===== src/common/sdram_cfg.svh =====
`ifndef SDRAM_CFG_SVH
`define SDRAM_CFG_SVH

// client word address per bank, row bits on top of column bits
`define SDRAM_AW     22
`define SDRAM_ROW_W  13
`define SDRAM_COL_W  9

// cas latency in clock cycles
`define SDRAM_CL     2

// beats of 16 bits per 64-bit client word
`define SDRAM_BURST  4

// activate to activate spacing across banks
`define SDRAM_TRRD   2

// precharge to activate, and activate to read/write
`define SDRAM_TRP    2
`define SDRAM_TRCD   2

`endif


===== src/common/sdram_pkg.sv =====
`include "sdram_cfg.svh"

package sdram_pkg;

    // {cs_n, ras_n, cas_n, we_n}, all lines active low
    typedef enum logic [3:0] {
        cmd_precharge  = 4'b0010,
        cmd_active     = 4'b0011,
        cmd_write      = 4'b0100,
        cmd_read       = 4'b0101,
        cmd_burst_stop = 4'b0110,
        cmd_nop        = 4'b0111
    } sdram_cmd_e;

    typedef enum logic [2:0] {
        st_idle,        // waiting for a request, decides the next command
        st_precharging, // trp wait, row closed afterwards
        st_activating,  // trcd wait, row open afterwards
        st_accessing,   // read issued, cas latency running
        st_data_phase,  // beats on dq
        st_write_done   // write recovery before the row may close
    } bank_state_e;

    // client request toward one bank engine
    typedef struct packed {
        logic                  valid;
        logic                  we;
        logic [`SDRAM_AW-1:0]  addr;
    } bank_req_t;

    // one engine's pins and status toward the arbiter
    typedef struct packed {
        sdram_cmd_e               cmd;      // nop unless granted
        logic [`SDRAM_ROW_W-1:0]  addr;     // zero unless granted, so it can be ORed
        logic                     br;       // bus request
        logic                     dq_busy;  // dq in use, first to last beat
        logic                     dqm_busy; // dqm window of the burst in flight
        logic                     act;      // activate on the pins this cycle
        logic                     ack;      // read/write command taken
        logic                     dst;      // first data beat
        logic                     dok;      // any data beat
        logic                     wr_burst; // burst in flight is a write
    } bank_bus_t;

endpackage


===== src/source/sdram_wb_port.sv =====
`timescale 1ns/1ns
`include "sdram_cfg.svh"

module sdram_wb_port (
    input  logic                 clk,
    input  logic                 rst,
    input  logic                 cyc,
    input  logic                 stb,
    input  logic                 we,
    input  logic [`SDRAM_AW-1:0] adr,
    input  logic [63:0]          dat_i,
    output logic [63:0]          dat_o,
    output logic                 ack,
    output sdram_pkg::bank_req_t req,
    input  sdram_pkg::bank_bus_t bus,
    input  logic [15:0]          dq_in,
    output logic [15:0]          wr_beat
);

localparam int BL_W   = $clog2(`SDRAM_BURST);
localparam int BEAT_W = 16;

logic              busy;    // wishbone cycle in progress
logic              valid;   // request not yet taken by the engine
logic              start;
logic              last;    // final beat of the burst
logic [BL_W-1:0]   beat;    // beats seen so far
logic [63:0]       wr_sh;   // write word, next beat in the low bits
logic [63:0]       rd_word; // read beats, lowest beat ends up low

// ack cycle still has stb high, do not restart on it
assign start = cyc && stb && !busy && !ack;
assign last  = bus.dok && beat == BL_W'(`SDRAM_BURST - 1);

// master holds adr and we stable until ack
assign req.valid = valid;
assign req.we    = we;
assign req.addr  = adr;

assign wr_beat = wr_sh[BEAT_W-1:0];
assign dat_o   = rd_word;

always_ff @(posedge clk, posedge rst) begin
    if (rst) begin
        busy  <= 1'b0;
        valid <= 1'b0;
        ack   <= 1'b0;
        beat  <= '0;
    end else begin
        if (start) busy <= 1'b1;
        else if (ack) busy <= 1'b0;

        if (start) valid <= 1'b1;
        else if (bus.ack) valid <= 1'b0; // engine issued read/write

        ack <= last; // one cycle, after the last beat

        if (bus.dst) beat <= BL_W'(1); // dst is also the first dok
        else if (bus.dok) beat <= beat + 1'd1;
    end
end

// data path
always_ff @(posedge clk) begin
    if (start) begin
        wr_sh <= dat_i;
    end else if (bus.dok && bus.wr_burst) begin
        wr_sh <= wr_sh >> BEAT_W; // next beat down
    end

    if (bus.dok && !bus.wr_burst) begin
        rd_word <= {dq_in, rd_word[63:BEAT_W]};
    end
end

endmodule


===== config.mk =====
export PLATFORM = sky130hd
export DESIGN_NAME = sdram_wb_port
export DESIGN_NICKNAME = d
export VERILOG_FILES = /design/src/common/sdram_pkg.sv /design/src/source/sdram_wb_port.sv
export VERILOG_INCLUDE_DIRS = /design/src /design/src/common
export SDC_FILE = /design/constraint.sdc
export NUM_CORES = 1
export LEC_CHECK = 0
export ABC_AREA = 1
export BUFFER_PORTS_ARGS = -buffer_cell sky130_fd_sc_hd__buf_2
export CAP_MARGIN = 20
export CORE_MARGIN = 2
export CORE_UTILIZATION = 40
export CTS_CLUSTER_DIAMETER = 150
export DETAILED_ROUTE_END_ITERATION = 16
export GPL_TIMING_DRIVEN = 0
export HOLD_SLACK_MARGIN = 0.12
export PLACE_DENSITY = 0.69
export RECOVER_POWER = 25
export SLEW_MARGIN = 20
export SYNTH_ARGS = -nofsm -noshare
export SYNTH_HDL_FRONTEND = slang
export SYNTH_SLANG_ARGS = --single-unit

===== constraint.sdc =====
create_clock -name clk -period 3.9 [get_ports clk]
set_input_delay 0.585 -clock clk [delete_from_list [all_inputs] [get_ports clk]]
set_output_delay 0.585 -clock clk [all_outputs]
set_load 0.01 [all_outputs]

==> results list <==
- Run status: finished, final reports clean
- Category of the worst setup path launch point: input port
- Depth of the worst hold-timing path: 2
- Series of cell instances along the critical path: clkbuf_1 > inv_1 > nor2_1 > buf_16 > buf_12
- During synthesis, Yosys emitted a total of 0 warnings.
- Global route total overflow: 0
- Number of setup buffers added after CTS: 0
- Max Freq: between 500 and 600 MHz
- I/O pin count: 237
- By area the synthesized netlist is led by sky130_fd_sc_hd__edfxtp_1, sky130_fd_sc_hd__nand2_1, sky130_fd_sc_hd__buf_4, sky130_fd_sc_hd__nand3_1, sky130_fd_sc_hd__dfrtp_1.
* Die boundary width: roughly 120 µm
- Before antenna repair, the detailed router went through 4 iterations.
* Start point of the worst hold path: bus[3]
- Area inside the core boundary: 12700 µm²
- Setup repair after global routing left no endpoint under its margin.
- The cell area that synthesis handed to floorplanning was 5230 µm².
* Insertion delay to the later sink of the worst-skew pair: 420 ps
- Distinct cell type count after synthesis: 15
- The analysis attributes to cell leakage a power of 3.25 nW.
* Clock transition at the register clock pins on the worst setup and hold paths after CTS: 60 ps
- Synthesis produced a netlist with a net count of 521.
- Clock Path Buffers: 2
- Across all register-to-register paths, the minimum setup slack is 2050 ps.
- CTS resizes: 0
- Max-cap check violation count: 0
* Power density over the cells: 543 nW/µm²
* Post-detailed-route DRC marker count: 0
- 0 antenna diodes ended up in the layout.
- Worst Path Class, Setup: in -> reg
* Number of buffers added by the clock tree synthesis step: 17
- For this block, the initial DRC count from the detailed router was 141.
- Antenna Violating Nets Remaining: 0
- The endpoint identified for the worst register-to-register timing path is wr_sh[4].
* CTS root buf: sky130_fd_sc_hd__clkbuf_16
* CP max FO: 30
* Data arrival time of the critical path: about 2100 ps
- Worst Hold Class: in -> reg
* Setup-violating endpoint count in the final report: 0
* Number of instances in the synthesized netlist: between 300 and 400
- The path with the worst hold slack has its endpoint at valid.
- Detailed placement finished with a half-perimeter wire length of 8.03 mm.
* Die area: 14000 µm²
- Count of nets after finishing: around 740
* Final slew viol count: 0
- After clock tree synthesis, the flow added hold-fix buffers numbering 1.
- Maximum number of pins on one net before global-route repair: 63
* Sequential cell area fraction in the yosys report: 75.8%
* Routed len/inst: 13.8 µm
- The worst path needs approximately 2000 ps of the cycle, external delays included.
* CTS tree: done
- Starting Density: 41.1%
- In this run the biggest area consumer among cell types represents 73.4% of the synthesized area.
- Global routing usage summed across all routing layers: 16.0%
- Cells with a size suffix above 1 make up 47.1% of the layout.
- Summing internal, switching and leakage power gives roughly 3.9 mW.
- Slack of the critical path: 1900 ps
* Routability-driven placement congestion ratio: 0.807
* Top cell type by total area after synthesis: sky130_fd_sc_hd__edfxtp_1
* Number of antenna violations at the first check in global routing: 0
- Sinks on Clock Net: 133
- In the routed layout, each cell is associated on average with a via count of 4.41.
- Final Routed Wirelength: 10.9 mm
- Fill cells in the final layout number approximately 1100.
* Area overhead of the layout relative to synthesis: 37.3%
- Quantity of I/O buffers inserted on ports: around 190
- For the worst setup path, the data required time is around 4000 ps.
- Delay of the slowest critical-path stage: 760 ps
* Final design area excluding fillers: 7180 µm²
- Between clock sinks in the finished design, the worst skew comes to 6.43 ps.
- Flop and latch count out of synthesis: around 130
- The die is ~120 µm tall.
- Among all stages on the critical path, the largest delay is contributed by sky130_fd_sc_hd__nor2_1.
* CP delay by family, top: simple AND/OR/NAND/NOR gates
- Number of global-route vias before repair: 3376
- Worst flop-to-flop path startpoint: ack
- The worst register-to-register path has a depth of 6.
* Wire length of the first global-routing pass: 17.1 mm
* CP endpoint kind: flip-flop
- Worst voltage drop across the vdd grid: 0.306 mV
* H-tree depth: 4
* Worst slack, placed: 1940 ps
* Buffers & Inverters on Critical Path: 4
- Placed standard-cell area: 6500 µm²
- Summing over every cut layer, the via total after detailed routing is 3472.
- Post-route fraction of the period consumed by the critical path: 51.2%
- Slew at the pin closest to its max-slew limit: 994 ps
- The final count of hold timing violations came to 0.
- Worst slew slack as a fraction of its limit: 33.5%
- Each instance of the synthesized netlist takes up on average 13.5 µm².
- Standard-cell row count: 41
Yosys cell counts, drive strengths merged:
cell type / instances
nor2: 22
inv: 22
buf: 54
dfrtp: 5
xnor2: 1
ha: 1
edfxtp: 128
o21ai: 2
nand2: 102
nand3: 48
clkbuf: 3
metrics by stage:
stage,hold slack (ps),cells,util (%),setup TNS [ps]
6_report,339,788,56.5,0
5_1_grt,318,788,56.5,0
4_1_cts,317,788,56.6,0
3_5_place_dp,429,755,51.1,0
3_3_place_gp,426,752,50.4,-52580
2_1_floorplan,364,388,-,0
cell usage in the layout (no fill, tap or decap), drive strengths merged:
master       count
ha               1
clkinvlp         4
edfxtp         128
nand3           48
clkinv           4
inv             22
nand2          102
dfrtp            5
bufinv           7
xnor2            1
o21ai            2
clkbuf          22
buf            247
nor2            22
dlygate4sd3      1
registers in the layout (all words and copies together), names as in the netlist:
register and cells:
dat_o 64, busy 1, ack 1, wr_sh 64
valid 1, beat 2
where the power goes:
part	switching, mW	internal (mW)
logic	0.199	0.157
clock network	0.581	1.25
registers	0.0296	1.68
cell type report:
class	count	area [µm²]	share of cell area (%)
clock inverter	15	259	3.61
inverter	22	82.6	1.15
timing repair buffer	196	1040	14.5
sequential	133	3970	55.2
buffer	57	419	5.83
clock buffer	17	425	5.92
tap	172	215	3.00
multi-input combinational	176	769	10.7
kinds of logic after synthesis:
logic type      share of synthesized area (%)
fa+ha+maj                               0.239
simple gates                             14.0
xor+xnor                                0.167
compound gates                          0.191
buf+inv                                  9.61
flops                                    75.8
per-layer routing:
metal	vias to the layer above	global-route usage, %	part of all wire [%]
met3	21	5.07	6.1
met4	0	7.81	2.5
met2	129	27.1	51
met5	-	0	0
met1	1607	18.4	40
li1	1715	-	-
worst max path at each step:
stage	start	end	slack, ps	depth (start not counted)
6_report	bus[1]	dat_o[28]	1900	5
5_1_grt	bus[1]	dat_o[14]	1750	5
4_1_cts	ack	wr_sh[11]	2050	6
3_5_place_dp	cyc	wr_sh[10]	1940	8
3_3_place_gp	bus[1]	dat_o[13]	-830	3
2_1_floorplan	bus[1]	dat_o[0]	80	2
worst reg2reg max path: cells and delay by family, from the launching register on:
kind | cells | cell delay (ps)
buffers and inverters | 3 | 610
AND/OR/NAND/NOR | 3 | 450
flip-flops | 1 | 420
(Power assumes the default switching activity.)
