$ cat src/common/sdram_cfg.svh
`ifndef SDRAM_CFG_SVH
`define SDRAM_CFG_SVH

// client word address per bank, row bits on top of column bits
`define SDRAM_AW     22
`define SDRAM_ROW_W  13
`define SDRAM_COL_W  9

// cas latency in clock cycles
`define SDRAM_CL     2

// beats of 16 bits per 64-bit client word
`define SDRAM_BURST  4

// activate to activate spacing across banks
`define SDRAM_TRRD   2

// precharge to activate, and activate to read/write
`define SDRAM_TRP    2
`define SDRAM_TRCD   2

`endif

$ cat src/common/sdram_pkg.sv
`include "sdram_cfg.svh"

package sdram_pkg;

    // {cs_n, ras_n, cas_n, we_n}, all lines active low
    typedef enum logic [3:0] {
        cmd_precharge  = 4'b0010,
        cmd_active     = 4'b0011,
        cmd_write      = 4'b0100,
        cmd_read       = 4'b0101,
        cmd_burst_stop = 4'b0110,
        cmd_nop        = 4'b0111
    } sdram_cmd_e;

    typedef enum logic [2:0] {
        st_idle,        // waiting for a request, decides the next command
        st_precharging, // trp wait, row closed afterwards
        st_activating,  // trcd wait, row open afterwards
        st_accessing,   // read issued, cas latency running
        st_data_phase,  // beats on dq
        st_write_done   // write recovery before the row may close
    } bank_state_e;

    // client request toward one bank engine
    typedef struct packed {
        logic                  valid;
        logic                  we;
        logic [`SDRAM_AW-1:0]  addr;
    } bank_req_t;

    // one engine's pins and status toward the arbiter
    typedef struct packed {
        sdram_cmd_e               cmd;      // nop unless granted
        logic [`SDRAM_ROW_W-1:0]  addr;     // zero unless granted, so it can be ORed
        logic                     br;       // bus request
        logic                     dq_busy;  // dq in use, first to last beat
        logic                     dqm_busy; // dqm window of the burst in flight
        logic                     act;      // activate on the pins this cycle
        logic                     ack;      // read/write command taken
        logic                     dst;      // first data beat
        logic                     dok;      // any data beat
        logic                     wr_burst; // burst in flight is a write
    } bank_bus_t;

endpackage

$ cat src/sdram_bank/sdram_bank.sv
`timescale 1ns/1ns
`include "sdram_cfg.svh"

module sdram_bank (
    input  logic                 clk,
    input  logic                 rst,
    input  sdram_pkg::bank_req_t req,
    input  logic                 grant,
    input  logic                 all_dq_busy, // other bank holds dq
    input  logic                 all_dqm,     // other bank holds the dqm window
    input  logic                 all_act,     // other bank activated within trrd
    output sdram_pkg::bank_bus_t bus
);

localparam int BL_W  = $clog2(`SDRAM_BURST);
localparam int PAD_W = `SDRAM_ROW_W - `SDRAM_COL_W; // a12..a9 during read/write

sdram_pkg::bank_state_e  st;
logic [BL_W-1:0]         cnt;     // wait and beat counter
logic [`SDRAM_ROW_W-1:0] row;     // open row
logic                    row_ok;  // a row is open
logic                    wr_kind; // burst in flight is a write

logic [`SDRAM_ROW_W-1:0] req_row;
logic                    hit;
logic                    want_pre;
logic                    want_act;
logic                    want_rw;
logic                    br;
logic                    do_pre;
logic                    do_act;
logic                    do_rw;
logic                    last_beat;

assign req_row = req.addr[`SDRAM_AW-1 -: `SDRAM_ROW_W];
assign hit     = row_ok && row == req_row;

// what idle would issue now, flags already applied
assign want_pre = row_ok && !hit;                       // wrong row open
assign want_act = !row_ok && !all_act;                  // trrd across banks
assign want_rw  = hit && !all_dq_busy && !all_dqm;      // data bus must be free

// blocked engines drop the request so the other bank gets the bus
assign br = req.valid && st == sdram_pkg::st_idle && (want_pre || want_act || want_rw);

assign do_pre = br && grant && want_pre;
assign do_act = br && grant && want_act;
assign do_rw  = br && grant && want_rw;

// write data phase starts one beat in, at the command cycle
assign last_beat = wr_kind ? cnt == BL_W'(`SDRAM_BURST - 2)
                           : cnt == BL_W'(`SDRAM_BURST - 1);

always_ff @(posedge clk, posedge rst) begin
    if (rst) begin
        st      <= sdram_pkg::st_idle;
        cnt     <= '0;
        row_ok  <= 1'b0; // no row open after reset
        wr_kind <= 1'b0;
    end else begin
        case (st)
            sdram_pkg::st_idle: begin
                cnt <= '0;
                if (do_pre) st <= sdram_pkg::st_precharging;
                if (do_act) st <= sdram_pkg::st_activating;
                if (do_rw) begin
                    wr_kind <= req.we;
                    // writes put beat 0 on dq with the command
                    st <= req.we ? sdram_pkg::st_data_phase : sdram_pkg::st_accessing;
                end
            end
            sdram_pkg::st_precharging: begin
                if (cnt == BL_W'(`SDRAM_TRP - 2)) st <= sdram_pkg::st_idle;
                else cnt <= cnt + 1'd1;
            end
            sdram_pkg::st_activating: begin
                if (cnt == BL_W'(`SDRAM_TRCD - 2)) st <= sdram_pkg::st_idle;
                else cnt <= cnt + 1'd1;
            end
            sdram_pkg::st_accessing: begin
                if (cnt == BL_W'(`SDRAM_CL - 2)) begin
                    st  <= sdram_pkg::st_data_phase;
                    cnt <= '0;
                end else begin
                    cnt <= cnt + 1'd1;
                end
            end
            sdram_pkg::st_data_phase: begin
                if (last_beat) begin
                    st <= wr_kind ? sdram_pkg::st_write_done : sdram_pkg::st_idle;
                end else begin
                    cnt <= cnt + 1'd1;
                end
            end
            sdram_pkg::st_write_done: st <= sdram_pkg::st_idle; // twr
            default: st <= sdram_pkg::st_idle;
        endcase

        if (do_pre) row_ok <= 1'b0;
        if (do_act) row_ok <= 1'b1;
    end
end

always_ff @(posedge clk) begin
    if (do_act) row <= req_row;
end

always_comb begin
    // command, only in a granted cycle
    if (do_pre) bus.cmd = sdram_pkg::cmd_precharge;
    else if (do_act) bus.cmd = sdram_pkg::cmd_active;
    else if (do_rw) bus.cmd = req.we ? sdram_pkg::cmd_write : sdram_pkg::cmd_read;
    else bus.cmd = sdram_pkg::cmd_nop;

    // column low bits zero, burst of four; a10 low, no auto precharge
    if (do_act) begin
        bus.addr = req_row;
    end else if (do_rw) begin
        bus.addr = {{PAD_W{1'b0}}, req.addr[`SDRAM_COL_W-1:BL_W], {BL_W{1'b0}}};
    end else begin
        bus.addr = '0; // precharge and idle, single bank only
    end

    bus.br      = br;
    // beats actually on dq; the read cas wait is covered by dqm below
    bus.dq_busy = (do_rw && req.we) || st == sdram_pkg::st_data_phase;
    // read dqm leads its data by cl cycles
    bus.dqm_busy = do_rw || st == sdram_pkg::st_accessing ||
                   (st == sdram_pkg::st_data_phase &&
                    (wr_kind || cnt < BL_W'(`SDRAM_BURST - `SDRAM_CL)));
    bus.act      = do_act;
    bus.ack      = do_rw;
    bus.dst      = (do_rw && req.we) ||
                   (st == sdram_pkg::st_data_phase && !wr_kind && cnt == '0);
    bus.dok      = (do_rw && req.we) || st == sdram_pkg::st_data_phase;
    bus.wr_burst = do_rw ? req.we : wr_kind;
end

endmodule

$ cat config.mk
export PLATFORM = sky130hd
export DESIGN_NAME = sdram_bank
export DESIGN_NICKNAME = d
export VERILOG_FILES = /design/src/common/sdram_pkg.sv /design/src/sdram_bank/sdram_bank.sv
export VERILOG_INCLUDE_DIRS = /design/src /design/src/common
export SDC_FILE = /design/constraint.sdc
export NUM_CORES = 1
export LEC_CHECK = 0
export ABC_AREA = 1
export ABC_CLOCK_PERIOD_IN_PS = 4500
export BUFFER_PORTS_ARGS = -buffer_cell sky130_fd_sc_hd__buf_2
export CORE_ASPECT_RATIO = 0.9
export CORE_UTILIZATION = 50
export CTS_CLUSTER_SIZE = 8
export DETAILED_ROUTE_END_ITERATION = 10
export PLACE_DENSITY_LB_ADDON = 0.25
export SYNTH_ARGS = -nofsm -noshare
export SYNTH_HDL_FRONTEND = slang
export SYNTH_SLANG_ARGS = --single-unit
$ cat constraint.sdc
create_clock -name clk -period 4.5 [get_ports clk]
set_input_delay 0.9 -clock clk [delete_from_list [all_inputs] [get_ports clk]]
set_output_delay 0.9 -clock clk [all_outputs]
set_load 0.05 [all_outputs]
==> results.md <==
Run status:
- The flow ran to the end, and the final reports show no timing, DRC or antenna violations.

Global routing:
- The global route total overflow is 0.
- Entering global routing, the biggest net connects 17 pins.
- The via count of the first global-routing pass is 1,205.
- Across every metal layer, demand over resource in global routing totals 22.1%.
- The first global-routing pass estimated 5.33 mm of wire.
- The initial antenna violation count is 0.

Placed design:
- The final weighted congestion in routability-driven placement is 0.808.
- In this run the tool buffered the top-level ports with 51 buffer cells.
- The detailed-placement wirelength estimate is 2.62 mm.
- The post-place instance area is 0.00179 mm^2.

Setup path:
- The capturing element type of the critical path is an output pin.
- The worst reg-to-reg setup slack is 2.45 ns.
- Data arrives at the worst endpoint at 2.68 ns.
- The critical path goes through buf_2 > inv_2 > nand2_1 > nand2_1 > nor2_2 > nand2_1 > nor2_2 > nand3_2 > nand3_2 > nand3_4 > nor2_4 > nand2_2 > o31ai_1 > buf_2.
- The delay of the slowest cell on the worst path is 0.30 ns.
- The path type of the worst setup path is in2out.
- The worst register-to-register path ends at st[0].
- The slowest stage of the critical path belongs to the cell sky130_fd_sc_hd__nor2_4.
- STA puts the critical path data required time at 3.60 ns.
- Of all nets on the critical path, the largest fanout is 13.
- Among the stages of the critical path, the cell type that occurs most often is sky130_fd_sc_hd__nand2_1.
- STA classifies the critical path startpoint as a primary input.
- The number of cells on the worst reg-to-reg path is 15.
- The origin of the worst setup path is req[15].
- The startpoint of the lowest-slack register-to-register path is row[0].

Synthesis:
- Each instance of the synthesized netlist takes up on average 6.79 um^2.
- The number of enable flip-flop cells after synthesis is 13.
- The portion of synthesized area spent on multiplexers is 0%.
- By area the synthesized netlist is led by sky130_fd_sc_hd__edfxtp_1, sky130_fd_sc_hd__nand2_1, sky130_fd_sc_hd__dfrtp_1, sky130_fd_sc_hd__inv_1, sky130_fd_sc_hd__nor2_1.
- The compound-cell area share of the yosys netlist is 7.42%.
- The cell area that synthesis handed to floorplanning was 0.00153 mm^2.
- The cell count after synthesis is 226.
- The synthesized design spends more area on one cell type than any other, namely sky130_fd_sc_hd__edfxtp_1.
- Summing the areas of all and, or, nand and nor instances in the mapped netlist gives 36.8% of the synthesized area.
- The number of flip-flops and latches in the synthesized netlist is 20.
- The portion of synthesized cell area occupied by the leading cell type is 25.4%.
- The distinct cell type count after synthesis is 27.
- For this run, the leading register cell type out of synthesis is sky130_fd_sc_hd__edfxtp_1.
- The portion of the post-synthesis area used by sequential elements is 36.9%.
- For this run, the number of Yosys warnings is 0.
- The number of nets in the synthesized netlist is 260.
- After synthesis, the largest family of logic cells by area is simple AND/OR/NAND/NOR gates.
- The synthesized netlist devotes 3.26% of its cell area to adder and majority cells.
- The synthesized netlist devotes 0% of its cell area to XOR and XNOR gates.
- In the synthesized netlist the async set-or-reset flop fraction comes to 35.0%.

Route:
- After detailed routing, the number of remaining DRC violations is 0.
- The routed length per placed instance is 10.5 um.
- The number of search-and-repair iterations in the first detailed-routing pass is 5.
- For this block, the routed nets add up to 3.30 mm of wire.
- The residual antenna-violating net count after detailed routing is 0.
- The detailed router's first-iteration violation count is 73.
- The overall via count from detail_route is 1,486.
- Dividing the detail-routed via count by the number of cells gives 4.72.

Pwr:
- The share of total power dissipated in sequential elements is 36.0%.
- The internal power of the cells totals 0.367 mW.
- Summed over all cells, the static leakage comes to 1.07 nW.
- The net switching share of the total power is 48.1%.
- Combinational logic is responsible for 51.8% of the overall power.
- The switching power summed over all nets is 0.340 mW.
- In this run, the clock network consumes 12.2% of the power.
- IR analysis of the VDD net gives a maximum drop of 0.000226 V.
- In this run the power density over the cells is 389 mW/mm^2.

Clock network:
- For the worst-skew pair, the clock arrives at the later sink with an insertion delay of 0.30 ns.
- The number of buffers created by CTS is 3.
- The TritonCTS clock tree is built.
- The number of buffers inserted by post-CTS setup repair is 0.
- The post-CTS resize count is 0.
- In this run, post-CTS hold repair placed 0 buffers.
- The clock-pin slew on the worst setup and hold paths is 0.11 ns.
- The root buffer selected by CTS is sky130_fd_sc_hd__clkbuf_4.
- In this run the number of H-tree levels came out at 1.
- The number of clock sinks is 20.
- The number of buffers on the longest clock path is 2.

STA:
- Setup repair after global routing left no endpoint under its margin.
- The final max-slew violation count was 0.
- The final sum of negative setup slack is 0 ns.
- The final clock period utilization by the worst path is 79.5%.
- The final hold violation count came to 0.
- Static timing analysis puts the maximum clock frequency at 0.280 GHz.
- The count of endpoints failing setup in the final report is 0.
- Counting I/O delays and the setup requirement, the final critical path takes 3.58 ns.
- The setup skew after layout is 0.00292 ns.
- The worst-case hold slack is 0.519 ns.

Layout:
- Cells with a size suffix above 1 make up 28.0% of the layout.
- The total number of nets in the final design is 310.
- Cells fill 64.0% of the core in the end.
- The area growth from synthesis to final layout is 18.4%.
- The antenna diode count is 0.
- After routing the design area is 0.00182 mm^2.

Min path:
- In this run the worst hold path is classified as in2async.

Die:
- The floorplan has 18 rows.
- The die height is 54.5 um.
- The I/O pin count is 55.
- For this configuration, the core starts out at a cell density of 54.1%.
- The area of the core region is 0.00284 mm^2.
- From left edge to right edge, the die measures 60.4 um.
- The die covers 0.00329 mm^2.

Job:
- The max-capacitance violation count is 0.
## critical path, delay by kind of cell
| kind | cells | cell delay [ns] |
|---|---|---|
| and+or+nand+nor | 10 | 1.23 |
| buffers and inverters | 3 | 0.45 |
| AOI/OAI and AO/OA | 1 | 0.10 |
## cells in the mapped netlist (2+ instances only)
library cell,count
sky130_fd_sc_hd__nand2_1,79
sky130_fd_sc_hd__nand3_2,2
sky130_fd_sc_hd__nand4_1,3
sky130_fd_sc_hd__nand3_1,6
sky130_fd_sc_hd__o21ai_0,9
sky130_fd_sc_hd__and3_1,2
sky130_fd_sc_hd__o21ai_2,3
sky130_fd_sc_hd__inv_2,5
sky130_fd_sc_hd__nor2_1,21
sky130_fd_sc_hd__edfxtp_1,13
sky130_fd_sc_hd__ha_1,4
sky130_fd_sc_hd__inv_1,43
sky130_fd_sc_hd__nor2_2,8
sky130_fd_sc_hd__a31oi_1,2
sky130_fd_sc_hd__dfrtp_1,7
sky130_fd_sc_hd__buf_4,6
sky130_fd_sc_hd__nor2_4,2
sky130_fd_sc_hd__o21ai_1,2
## how the worst max path moves through the flow
stage,endpoint,depth (start not counted)
finish,bus[2],14
floorplan,bus[10],12
CTS,bus[2],14
global placement,bus[2],14
global route,bus[0],13
detailed placement,bus[2],13
## cells in the final DEF (no fill, tap or decap), types with 2 or more instances in the layout
cell type / n
sky130_fd_sc_hd__a31oi_1: 2
sky130_fd_sc_hd__and3_1: 2
sky130_fd_sc_hd__buf_2: 51
sky130_fd_sc_hd__clkbuf_4: 3
sky130_fd_sc_hd__dfrtp_1: 7
sky130_fd_sc_hd__edfxtp_1: 13
sky130_fd_sc_hd__ha_1: 4
sky130_fd_sc_hd__inv_1: 43
sky130_fd_sc_hd__inv_2: 5
sky130_fd_sc_hd__nand2_1: 79
sky130_fd_sc_hd__nand3_1: 6
sky130_fd_sc_hd__nand3_2: 2
sky130_fd_sc_hd__nand4_1: 3
sky130_fd_sc_hd__nor2_1: 21
sky130_fd_sc_hd__nor2_2: 8
sky130_fd_sc_hd__nor2_4: 2
sky130_fd_sc_hd__o21ai_0: 9
sky130_fd_sc_hd__o21ai_1: 2
sky130_fd_sc_hd__o21ai_2: 3
## cell type report
type / count / area, um^2
fill: 300 / 1020
multi-input combinational: 151 / 732
sequential: 20 / 566
timing repair buffer: 52 / 263
inverter: 48 / 180
tap: 40 / 50.0
clock buffer: 3 / 22.5
clock inverter: 1 / 3.75
## flip-flops by register name, summed over array words and instances (netlist names)
register / flops
wr_kind: 1
cnt: 2
row_ok: 1
row: 13
st: 3
## stage by stage
stage	setup WS, ns	total power [mW]	instances
finish	0.925	0.707	315
global route	0.698	0.768	315
CTS	0.882	0.708	315
detailed placement	0.901	0.621	311
global placement	0.924	0.614	311
floorplan	0.483	0.550	226
## cell families (layout without fill, tap and decap cells)
| family | after synthesis | in the layout |
|---|---|---|
| fa+ha+maj | 4 | 4 |
| simple gates | 127 | 127 |
| buf+inv | 55 | 104 |
| other cells | 1 | 1 |
| compound gates | 19 | 19 |
| flops | 20 | 20 |
## per-layer routing
metal	vias up	share of wire, %	global-route usage (%)
met1	648	50	31.8
met4	0	0.58	2.33
li1	782	-	-
met3	2	6.8	5.20
met2	54	42	34.8
met5	-	0	0
## power groups by stage
stage | Sequential (mW) | Combinational (mW) | Clock, mW
after floorplan | 0.250 | 0.299 | 0
after global placement | 0.257 | 0.358 | 0
after detailed placement | 0.258 | 0.363 | 0
after CTS | 0.254 | 0.365 | 0.0889
after global routing | 0.259 | 0.411 | 0.0973
final | 0.255 | 0.367 | 0.0861
Power figures use the tool's default switching activity.
