==> src/common/sdram_cfg.svh <==
`ifndef SDRAM_CFG_SVH
`define SDRAM_CFG_SVH

// client word address per bank, row bits on top of column bits
`define SDRAM_AW     22
`define SDRAM_ROW_W  13
`define SDRAM_COL_W  9

// cas latency in clock cycles
`define SDRAM_CL     2

// beats of 16 bits per 64-bit client word
`define SDRAM_BURST  4

// activate to activate spacing across banks
`define SDRAM_TRRD   2

// precharge to activate, and activate to read/write
`define SDRAM_TRP    2
`define SDRAM_TRCD   2

`endif

==> src/common/sdram_pkg.sv <==
`include "sdram_cfg.svh"

package sdram_pkg;

    // {cs_n, ras_n, cas_n, we_n}, all lines active low
    typedef enum logic [3:0] {
        cmd_precharge  = 4'b0010,
        cmd_active     = 4'b0011,
        cmd_write      = 4'b0100,
        cmd_read       = 4'b0101,
        cmd_burst_stop = 4'b0110,
        cmd_nop        = 4'b0111
    } sdram_cmd_e;

    typedef enum logic [2:0] {
        st_idle,        // waiting for a request, decides the next command
        st_precharging, // trp wait, row closed afterwards
        st_activating,  // trcd wait, row open afterwards
        st_accessing,   // read issued, cas latency running
        st_data_phase,  // beats on dq
        st_write_done   // write recovery before the row may close
    } bank_state_e;

    // client request toward one bank engine
    typedef struct packed {
        logic                  valid;
        logic                  we;
        logic [`SDRAM_AW-1:0]  addr;
    } bank_req_t;

    // one engine's pins and status toward the arbiter
    typedef struct packed {
        sdram_cmd_e               cmd;      // nop unless granted
        logic [`SDRAM_ROW_W-1:0]  addr;     // zero unless granted, so it can be ORed
        logic                     br;       // bus request
        logic                     dq_busy;  // dq in use, first to last beat
        logic                     dqm_busy; // dqm window of the burst in flight
        logic                     act;      // activate on the pins this cycle
        logic                     ack;      // read/write command taken
        logic                     dst;      // first data beat
        logic                     dok;      // any data beat
        logic                     wr_burst; // burst in flight is a write
    } bank_bus_t;

endpackage

==> src/sdram_bank/sdram_bus_arb.sv <==
`timescale 1ns/1ns
`include "sdram_cfg.svh"

module sdram_bus_arb (
    input  logic                    clk,
    input  logic                    rst,
    input  sdram_pkg::bank_bus_t    bus0,
    input  sdram_pkg::bank_bus_t    bus1,
    output logic                    grant0,
    output logic                    grant1,
    output logic [2:0]              others_busy0, // {dq, dqm, act} of bank 1
    output logic [2:0]              others_busy1, // {dq, dqm, act} of bank 0
    output sdram_pkg::sdram_cmd_e   cmd,
    output logic [`SDRAM_ROW_W-1:0] sdram_a,
    output logic                    ba,
    output logic                    dqm,
    output logic                    wr_sel,       // 1 when port 1 drives dq
    output logic                    dq_oe
);

localparam int ACT_W = `SDRAM_TRRD - 1; // cycles after an activate that stay banned

logic             last1;   // bank 1 won the last grant
logic [ACT_W-1:0] act_sr0; // recent activates of bank 0
logic [ACT_W-1:0] act_sr1;
logic             wr_own0; // bank 0 in a write beat
logic             wr_own1;

// round robin, only contested cycles look at the last winner
always_comb begin
    grant0 = bus0.br && (!bus1.br || last1);
    grant1 = bus1.br && (!bus0.br || !last1);
end

always_ff @(posedge clk, posedge rst) begin
    if (rst) begin
        last1   <= 1'b0;
        act_sr0 <= '0;
        act_sr1 <= '0;
    end else begin
        if (grant0 || grant1) last1 <= grant1;
        act_sr0 <= (act_sr0 << 1) | ACT_W'(bus0.act);
        act_sr1 <= (act_sr1 << 1) | ACT_W'(bus1.act);
    end
end

// each bank sees only the other one's use
assign others_busy0 = {bus1.dq_busy, bus1.dqm_busy, |act_sr1};
assign others_busy1 = {bus0.dq_busy, bus0.dqm_busy, |act_sr0};

// idle engine drives nop; active low lines merge with AND
assign cmd     = sdram_pkg::sdram_cmd_e'(bus0.cmd & bus1.cmd);
assign sdram_a = bus0.addr | bus1.addr; // idle engine drives zero
assign ba      = grant1;                // a grant always issues a command

// no byte masking, dqm only high while nobody owns the burst window
assign dqm = !(bus0.dqm_busy || bus1.dqm_busy);

assign wr_own0 = bus0.dok && bus0.wr_burst;
assign wr_own1 = bus1.dok && bus1.wr_burst;
assign dq_oe   = wr_own0 || wr_own1;
assign wr_sel  = wr_own1;

endmodule

==> config.mk <==
export PLATFORM = sky130hd
export DESIGN_NAME = sdram_bus_arb
export DESIGN_NICKNAME = d
export VERILOG_FILES = /design/src/common/sdram_pkg.sv /design/src/sdram_bank/sdram_bus_arb.sv
export VERILOG_INCLUDE_DIRS = /design/src /design/src/common
export SDC_FILE = /design/constraint.sdc
export NUM_CORES = 1
export LEC_CHECK = 0
export ABC_AREA = 1
export ABC_CLOCK_PERIOD_IN_PS = 800
export BUFFER_PORTS_ARGS = -buffer_cell sky130_fd_sc_hd__clkbuf_2
export CAP_MARGIN = 25
export CORE_MARGIN = 5
export CORE_UTILIZATION = 20
export CTS_CLUSTER_SIZE = 10
export DETAILED_ROUTE_END_ITERATION = 16
export PLACE_DENSITY_LB_ADDON = 0.2
export SLEW_MARGIN = 20
export SYNTH_ARGS = -nofsm -noshare
export SYNTH_HDL_FRONTEND = slang
export SYNTH_SLANG_ARGS = --single-unit
==> constraint.sdc <==
create_clock -name clk -period 0.8 [get_ports clk]
set_input_delay 0.04 -clock clk [delete_from_list [all_inputs] [get_ports clk]]
set_output_delay 0.04 -clock clk [all_outputs]
set_load 0.02 [all_outputs]
==> impl_metrics.tcl, run 1 <==
set metrics [dict create \
    skew_ns 0 \
    synth_seq_area_share_pct 25.0 \
    synth_cells 47 \
    die-area_sq_um 2380 \
    hold_end "last1$_DFFE_PP0P_" \
    setup_ws_ns -0.188 \
    clkTransAtPathRegs_ns 0.04 \
    hpwl_um 1100 \
    die_h_um 48.8 \
    cts_tree "done" \
    placed_cell_area_sq_um 639 \
    grt_pass1_vias 519 \
    worst_pin_slew_ns 0.126 \
    power.net_switching_uw 295 \
    whs_ns 0.0225 \
    synth_area_leaders "or2_1, dfrtp_1, buf_4" \
    cp-start-kind "flop" \
    syn_nets 99 \
    rows 14 \
    regArea_sq_um 76.3 \
    antenna_left 0 \
    p_seq_share_pct 21.5 \
    post-cts-setup-buffers 0 \
    synth_area_sq_um 300 \
    syn_to_final_growth_pct 141 \
    dp.cells 128 \
    r2r-start "last1$_DFFE_PP0P_" \
    status "complete, but fails checks" \
    grt_pass1_wl_um 2070 \
    final.fill_count 156 \
    whs_path_depth 3 \
    final_common_cell "clkbuf_2" \
    cts_made_buffers 3 \
    cp.arrival_ns 0.95 \
    max_slew_margin_pct 91.7 \
    port_buffers 72 \
    fmax_mhz 1010 \
    critical_path_class "reg2out" \
    dr.first_iter.drc_count 2 \
    peakVddDrop_mv 0.470 \
    ioPinCount 81 \
    coreArea_sq_um 1470 \
    synth.distinct_cells 7 \
    wirelength_um 1210 \
    reg2reg_depth 2 \
    drt-wirelength-per-cell_um 8.99 \
    drive_gt1_share_pct 64.7 \
    yosysWarnings 0 \
    min-delay-start "bus1[7]" \
    final_hold_viol_count 0 \
    critPathMaxFanout 4 \
    violations "setup timing" \
    place_ws_ns 0.0348 \
    syn_avg_cell_area_sq_um 6.39 \
    grt_setup_unrepaired "true" \
    r2r_end "last1$_DFFE_PP0P_" \
    rrSetupSlack_ns 0.14 \
    synth_top_area_cell "or2_1" \
    globalplace.congestion 0.596 \
    setup_viol 3 \
    h-tree-depth 1 \
    leakagePower_uw 0.000492 \
    finalCritPeriodShare_pct 123 \
    nets 172 \
    final_area_sq_um 723 \
    clock_latency_ns 0.23 \
    drc 0 \
    vias_per_cell 3.81 \
    ys_ff_latch 3 \
    finalNonFillerCells 135 \
    cts_sinks 3 \
    vias 514 \
    hold_class "in2reg" \
    start_util_pct 20.4 \
    cap_violations 0 \
    final_cell_mix "clkbuf_2, nand2_1, or2_1, inv_1" \
    clock_path_buffers 2 \
    required_ns 0.76 \
    period_needed_ns 0.988 \
    antenna_found_initial 0 \
    grt_overflow_total 0 \
    slew_viol_final 0 \
    clock_power_share_pct 32.9 \
    grt_start_max_net_pins 5 \
    root_buffer "clkbuf_4" \
    end_kind "primary output" \
    dr.pass1.iters 2 \
    fp.dieW_um 48.8 \
    multiInputGateArea_sq_um 150 \
    power_density_nw_per_um2 1160 \
    yosysTopAreaCellShare_pct 27.1 \
    grtUsageTotal_pct 10.8 \
    num_antenna_cells 0 \
    power_frac_comb_pct 45.5 \
    swShare_pct 35.2 \
    power.internal_uw 544 \
]
-- kinds of logic after synthesis --
family / count (synthesis) / synth area share, %
and+or+nand+nor: 27 / 44.6
buffers and inverters: 16 / 28.7
DFF: 3 / 25.0
AOI/OAI and AO/OA: 1 / 1.67
-- how the worst max path moves through the flow --
stage	start	to	slack [ns]
6_report	last1$_DFFE_PP0P_	grant1	-0.19
5_1_grt	last1$_DFFE_PP0P_	grant1	-0.24
4_1_cts	last1$_DFFE_PP0P_	grant1	-0.22
3_5_place_dp	last1$_DFFE_PP0P_	grant1	0.03
3_3_place_gp	last1$_DFFE_PP0P_	ba	0.04
2_1_floorplan	last1$_DFFE_PP0P_	grant1	-0.03
-- Yosys cell counts --
master   count
inv_1        9
dfrtp_1      3
a21oi_1      1
nor2_1       1
nand2_1     13
or2_1       13
buf_4        7
-- area by class of cell --
class	instances	area share, %
clock buffer	4	3.63
sequential	3	10.6
multi-input combinational	28	20.8
timing repair buffer	75	57.6
tap	16	2.77
inverter	9	4.67
-- layer usage --
metal / track usage, % / share of wire (%) / up-vias
li1: - / - / 270
met1: 10.4 / 31 / 208
met2: 18.9 / 56 / 34
met3: 5.83 / 13 / 2
met4: 4.48 / 0.16 / 0
met5: 0 / 0 / -
-- power by group through the flow --
stage	Sequential (uW)	Clock (uW)	Combinational, uW
2_1_floorplan	178	0	207
3_3_place_gp	179	0	347
3_5_place_dp	180	0	355
4_1_cts	178	282	380
5_1_grt	182	310	421
6_report	181	277	382
-- stage by stage --
step,power [uW],util [%],TNS [ns]
2_1_floorplan,384,-,-0.0315
6_report,839,49.1,-0.551
4_1_cts,841,48.2,-0.640
5_1_grt,913,49.1,-0.707
3_3_place_gp,526,43.5,0
3_5_place_dp,535,43.5,0
-- registers in the layout (all words and copies together) (netlist names) --
name	count
act_sr1	1
last1	1
act_sr0	1
-- critical path: stages (launching register included) --
cell and delay (ns):
dfrtp_2 0.43, a21oi_4 0.13, buf_4 0.15
-- timing repair --
item,in CTS,in global routing
gates resized for setup,4,9
hold buffers,3,0
endpoints found under the hold margin,5,0
setup endpoints to repair,3,5
(Power assumes the default switching activity.)
==> run 2: changes to the inputs <==
- ABC_CLOCK_PERIOD_IN_PS: 800 -> 1250
- CORE_UTILIZATION: 20 -> 21
- clock period: 0.8 -> 1.25 ns (I/O delays scaled with it)
==> impl_metrics.tcl, run 2 (synthesized netlist as in run 1, its figures left out) <==
set metrics [dict create \
    drive_gt1_share_pct 63.0 \
    power.net_switching_uw 170 \
    setup_viol 0 \
    power_density_nw_per_um2 734 \
    grt_pass1_vias 425 \
    coreArea_sq_um 1330 \
    end_kind "primary output" \
    place_ws_ns 0.443 \
    placed_cell_area_sq_um 627 \
    drc 0 \
    drt-wirelength-per-cell_um 8.52 \
    grt_overflow_total 0 \
    hpwl_um 1090 \
    cp.arrival_ns 0.98 \
    required_ns 1.19 \
    cts_sinks 3 \
    wirelength_um 1140 \
    syn_to_final_growth_pct 127 \
    cp-start-kind "flop" \
    reg.largest.list "act_sr0 (1), act_sr1 (1), last1 (1)" \
    root_buffer "clkbuf_4" \
    clkTransAtPathRegs_ns 0.03 \
    grt_pass1_wl_um 1480 \
    clock_latency_ns 0.23 \
    final_common_cell "clkbuf_2" \
    fmax_mhz 958 \
    power.internal_uw 332 \
    num_antenna_cells 0 \
    grtUsageTotal_pct 8.77 \
    status "finished clean" \
    vias 525 \
    port_buffers 72 \
    finalCritPeriodShare_pct 83.5 \
    cts_made_buffers 3 \
    dr.pass1.iters 4 \
    rrSetupSlack_ns 0.62 \
    final_hold_viol_count 0 \
    leakagePower_uw 0.000483 \
    power_uw 501 \
    dr.first_iter.drc_count 5 \
    skew_ns 0 \
    die-area_sq_um 2290 \
    max_slew_margin_pct 89.8 \
    worst_pin_slew_ns 0.153 \
    clock_path_buffers 2 \
    p_seq_share_pct 22.2 \
    grt_start_max_net_pins 5 \
    reg2reg_depth 2 \
    hold_end "last1$_DFFE_PP0P_" \
    final.fill_count 153 \
    peakVddDrop_mv 0.302 \
    min-delay-start "bus1[7]" \
    r2r_end "last1$_DFFE_PP0P_" \
    die_h_um 47.8 \
    antenna_found_initial 0 \
    whs_path_depth 3 \
    h-tree-depth 1 \
    hold_class "in2reg" \
    power_frac_comb_pct 45.1 \
    antenna_left 0 \
    slew_viol_final 0 \
    r2r-start "last1$_DFFE_PP0P_" \
    cts-resized-gates 0 \
    ioPinCount 81 \
    grt_setup_unrepaired "false" \
    nets 172 \
    setup_ws_ns 0.206 \
    start_util_pct 22.5 \
    final_area_sq_um 683 \
    clock_power_share_pct 32.7 \
    cts_tree "done" \
    critPathMaxFanout 4 \
    critical_path_class "reg2out" \
    globalplace.congestion 0.543 \
    cap_violations 0 \
    swShare_pct 33.8 \
    post-cts-setup-buffers 0 \
    ctsHoldBuffers 3 \
    fp.dieW_um 47.8 \
    period_needed_ns 1.04 \
    fin_util_pct 51.2 \
    final.setup.tns_ns 0 \
    vias_per_cell 3.92 \
    final_cell_mix "clkbuf_2, nand2_1, or2_1, inv_1" \
    rows 13 \
]
-- run 2: cell types whose count changed in the layout (fill, tap and decap cells not counted), sizes merged --
cell    delta
buf        -4
clkbuf     +4
-- run 2: area by class of cell --
| class | count | area [sq um] | area share (%) |
|---|---|---|---|
| clock buffer | 4 | 26.3 | 3.85 |
| inverter | 9 | 33.8 | 4.95 |
| multi-input combinational | 28 | 139 | 20.3 |
| sequential | 3 | 75.1 | 11.0 |
| tap | 15 | 18.8 | 2.75 |
| timing repair buffer | 75 | 390 | 57.1 |
-- run 2: power by group through the flow --
stage | Combinational [uW] | Sequential, uW | Clock, uW
after CTS | 230 | 111 | 171
after global routing | 249 | 112 | 177
after global placement | 218 | 112 | 0
final | 226 | 111 | 164
after detailed placement | 222 | 112 | 0
after floorplan | 129 | 111 | 0
-- run 2: how the worst max path moves through the flow --
stage | start | to
CTS | last1$_DFFE_PP0P_ | grant1
detailed placement | last1$_DFFE_PP0P_ | grant1
floorplan | last1$_DFFE_PP0P_ | grant1
finish | last1$_DFFE_PP0P_ | grant1
global placement | last1$_DFFE_PP0P_ | grant1
global route | last1$_DFFE_PP0P_ | ba
-- run 2: per-layer routing --
layer  vias up  share of wire, %  track usage [%]
met4         0                 0             3.23
met3         0                16             1.13
met2        35                55             16.9
met5         -                 0                0
li1        270                 -                -
met1       220                29             9.53
-- run 2: worst max-delay path: stages (launching register included) --
cell and delay (ns):
dfrtp_1 0.39, a21oi_1 0.17, clkbuf_2 0.19
-- run 2: stage by stage --
step	hold slack (ns)	instances
global placement	-0.0905	127
detailed placement	-0.0833	127
floorplan	-0.184	47
global route	0.0706	134
finish	0.0487	134
CTS	0.0457	134
==> run 3: changes to the inputs <==
- ABC_AREA: 1 -> 0
- ABC_CLOCK_PERIOD_IN_PS: 1250 -> 950
- CORE_UTILIZATION: 21 -> 17
- clock period: 1.25 -> 0.95 ns (I/O delays scaled with it)
==> impl_metrics.tcl, run 3 <==
set metrics [dict create \
    status "complete, but fails checks" \
    violations "setup timing" \
    synth_area_leaders "or2_2, dfrtp_1, buf_4" \
    grt_start_max_net_pins 4 \
    drive_gt1_share_pct 83.5 \
    cp.depth 2 \
    cts_sinks 3 \
    globalplace.congestion 0.528 \
    r2r-start "last1$_DFFE_PP0P_" \
    ys_ff_latch 3 \
    ioPinCount 81 \
    power_density_nw_per_um2 992 \
    grt_setup_unrepaired "true" \
    cp_num_buf_inv 1 \
    dr.first_iter.drc_count 0 \
    num_antenna_cells 0 \
    yosys.area_share.simple_pct 43.0 \
    dr.pass1.iters 1 \
    reg.largest.list "act_sr0 (1), act_sr1 (1), last1 (1)" \
    synth_top_family_by_area "simple AND/OR/NAND/NOR gates" \
    rows 14 \
    setup_viol 3 \
    coreArea_sq_um 1540 \
    final_cell_mix "clkbuf_2, or2_2, and2_1, buf_4" \
    clkTransAtPathRegs_ns 0.04 \
    leakagePower_uw 0.000444 \
    regArea_sq_um 75.1 \
    p_seq_share_pct 21.4 \
    min-delay-start "bus0[7]" \
    antenna_found_initial 0 \
    die-area_sq_um 2600 \
    cap_violations 0 \
    vias_per_cell 3.93 \
    syn_nets 88 \
    worst_pin_slew_ns 0.127 \
    synth_compound_area_share_pct 9.65 \
    drt-wirelength-per-cell_um 9.17 \
    grt_overflow_total 0 \
    swShare_pct 32.6 \
    final.setup.tns_ns -0.147 \
    wirelength_um 1150 \
    hold_class "in2reg" \
    max_slew_margin_pct 91.5 \
    antenna_left 0 \
    async_reset_ff_share_pct 100 \
    worstPathCellList "a21boi_2 > buf_4" \
    cp.arrival_ns 0.96 \
    fin_util_pct 44.6 \
    cts_made_buffers 3 \
    synth_area_sq_um 285 \
    syn_to_final_growth_pct 141 \
    peakVddDrop_mv 0.614 \
    synth_seq_area_share_pct 26.3 \
    synthAdderAreaFrac_pct 0 \
    multiInputGateArea_sq_um 154 \
    yosysTopAreaCellShare_pct 28.5 \
    place_ws_ns 0.165 \
    required_ns 0.90 \
    cts_tree "done" \
    root_buffer "clkbuf_4" \
    synth_edf_count 0 \
    power_frac_comb_pct 46.2 \
    dp.cells 117 \
    port_buffers 72 \
    grt_pass1_vias 436 \
    power.net_switching_uw 223 \
    whs_path_depth 2 \
    yosysWarnings 0 \
    reg2reg_depth 3 \
    period_needed_ns 1.01 \
    h-tree-depth 1 \
    syn_avg_cell_area_sq_um 7.92 \
    synth_common_cells "or2_2, buf_4, and2_1, dfrtp_1" \
    nets 162 \
    critPathSlowestCell "dfrtp_1" \
    fp.dieW_um 51.0 \
    synth-xor-area-share_pct 0 \
    grtUsageTotal_pct 7.33 \
    drc 0 \
    clock_path_buffers 2 \
    muxShareOfSynthArea_pct 0 \
    crit_family "flip-flops" \
    synth_cells 36 \
    setup_ws_ns -0.0562 \
    cp-start-kind "flop" \
    final.fill_count 158 \
    synth.distinct_cells 11 \
    critPathMaxFanout 3 \
    crit_start "last1$_DFFE_PP0P_" \
    skew_ns 0 \
    power.internal_uw 460 \
    clock_power_share_pct 32.4 \
    final_area_sq_um 688 \
    cp_slowest_stage_delay_ns 0.39 \
    critical_path_class "reg2out" \
    synth_top_area_cell "or2_2" \
    grt_pass1_wl_um 1530 \
    final_hold_viol_count 0 \
    finalCritPeriodShare_pct 106 \
    die_h_um 51.0 \
    slew_viol_final 0 \
    placed_cell_area_sq_um 617 \
    finalNonFillerCells 125 \
    fmax_mhz 994 \
    yosysMostFrequentCell "or2_2" \
    synth_ff_type "dfrtp_1" \
    start_util_pct 18.5 \
    clock_latency_ns 0.23 \
    vias 491 \
    end_kind "primary output" \
    final_common_cell "clkbuf_2" \
]
-- run 3: cells by family after synthesis --
| logic type | after synthesis |
|---|---|
| AND/OR/NAND/NOR | 20 |
| flip-flops | 3 |
| AO/OA/AOI/OAI | 4 |
| buffers and inverters | 9 |
-- run 3: worst paths after layout --
kind / end / slack (ns)
setup / recovery: ba / -0.06
hold reg to reg: last1$_DFFE_PP0P_ / 0.59
max in group asynchronous: act_sr1$_DFF_PP0_ / 0.61
min in group asynchronous: last1$_DFFE_PP0P_ / 0.21
setup reg to reg: last1$_DFFE_PP0P_ / 0.16
hold / removal: last1$_DFFE_PP0P_ / 0.04
-- run 3: per-stage QoR --
step	total power, uW	hold WS [ns]
global placement	436	-0.105
global route	728	0.0481
detailed placement	441	-0.104
finish	682	0.0354
floorplan	321	-0.199
CTS	695	0.0272
-- run 3: worst register-to-register path: stages (launching register included) --
cell and delay [ns]:
dfrtp_1 0.39, buf_4 0.14, nor2_1 0.10, a21oi_1 0.05
-- run 3: area by class of cell --
| cell class | count | area share [%] |
|---|---|---|
| sequential | 3 | 10.9 |
| timing repair buffer | 76 | 58.9 |
| inverter | 2 | 1.09 |
| clock buffer | 4 | 3.82 |
| multi-input combinational | 24 | 22.4 |
| tap | 16 | 2.91 |
-- run 3: layer usage --
| layer | global-route usage, % | vias up | share of wire (%) |
|---|---|---|---|
| met4 | 5.11 | 0 | 0 |
| met2 | 14.5 | 35 | 57 |
| met5 | 0 | - | 0 |
| met1 | 5.47 | 206 | 23 |
| li1 | - | 250 | - |
| met3 | 2.91 | 0 | 20 |
-- run 3: power by group through the flow --
stage	Sequential, uW	Combinational (uW)	Clock, uW
5_1_grt	148	344	237
3_3_place_gp	149	287	0
2_1_floorplan	148	174	0
3_5_place_dp	149	292	0
4_1_cts	146	318	232
6_report	146	315	221
-- run 3: what timing repair did --
action | in CTS | in global routing
resized for setup | 3 | 3
setup buffers | 1 | 0
endpoints found under the setup margin | 3 | 3
hold buffers | 3 | 0
hold endpoints to repair | 5 | 0
pin swaps | 0 | 1
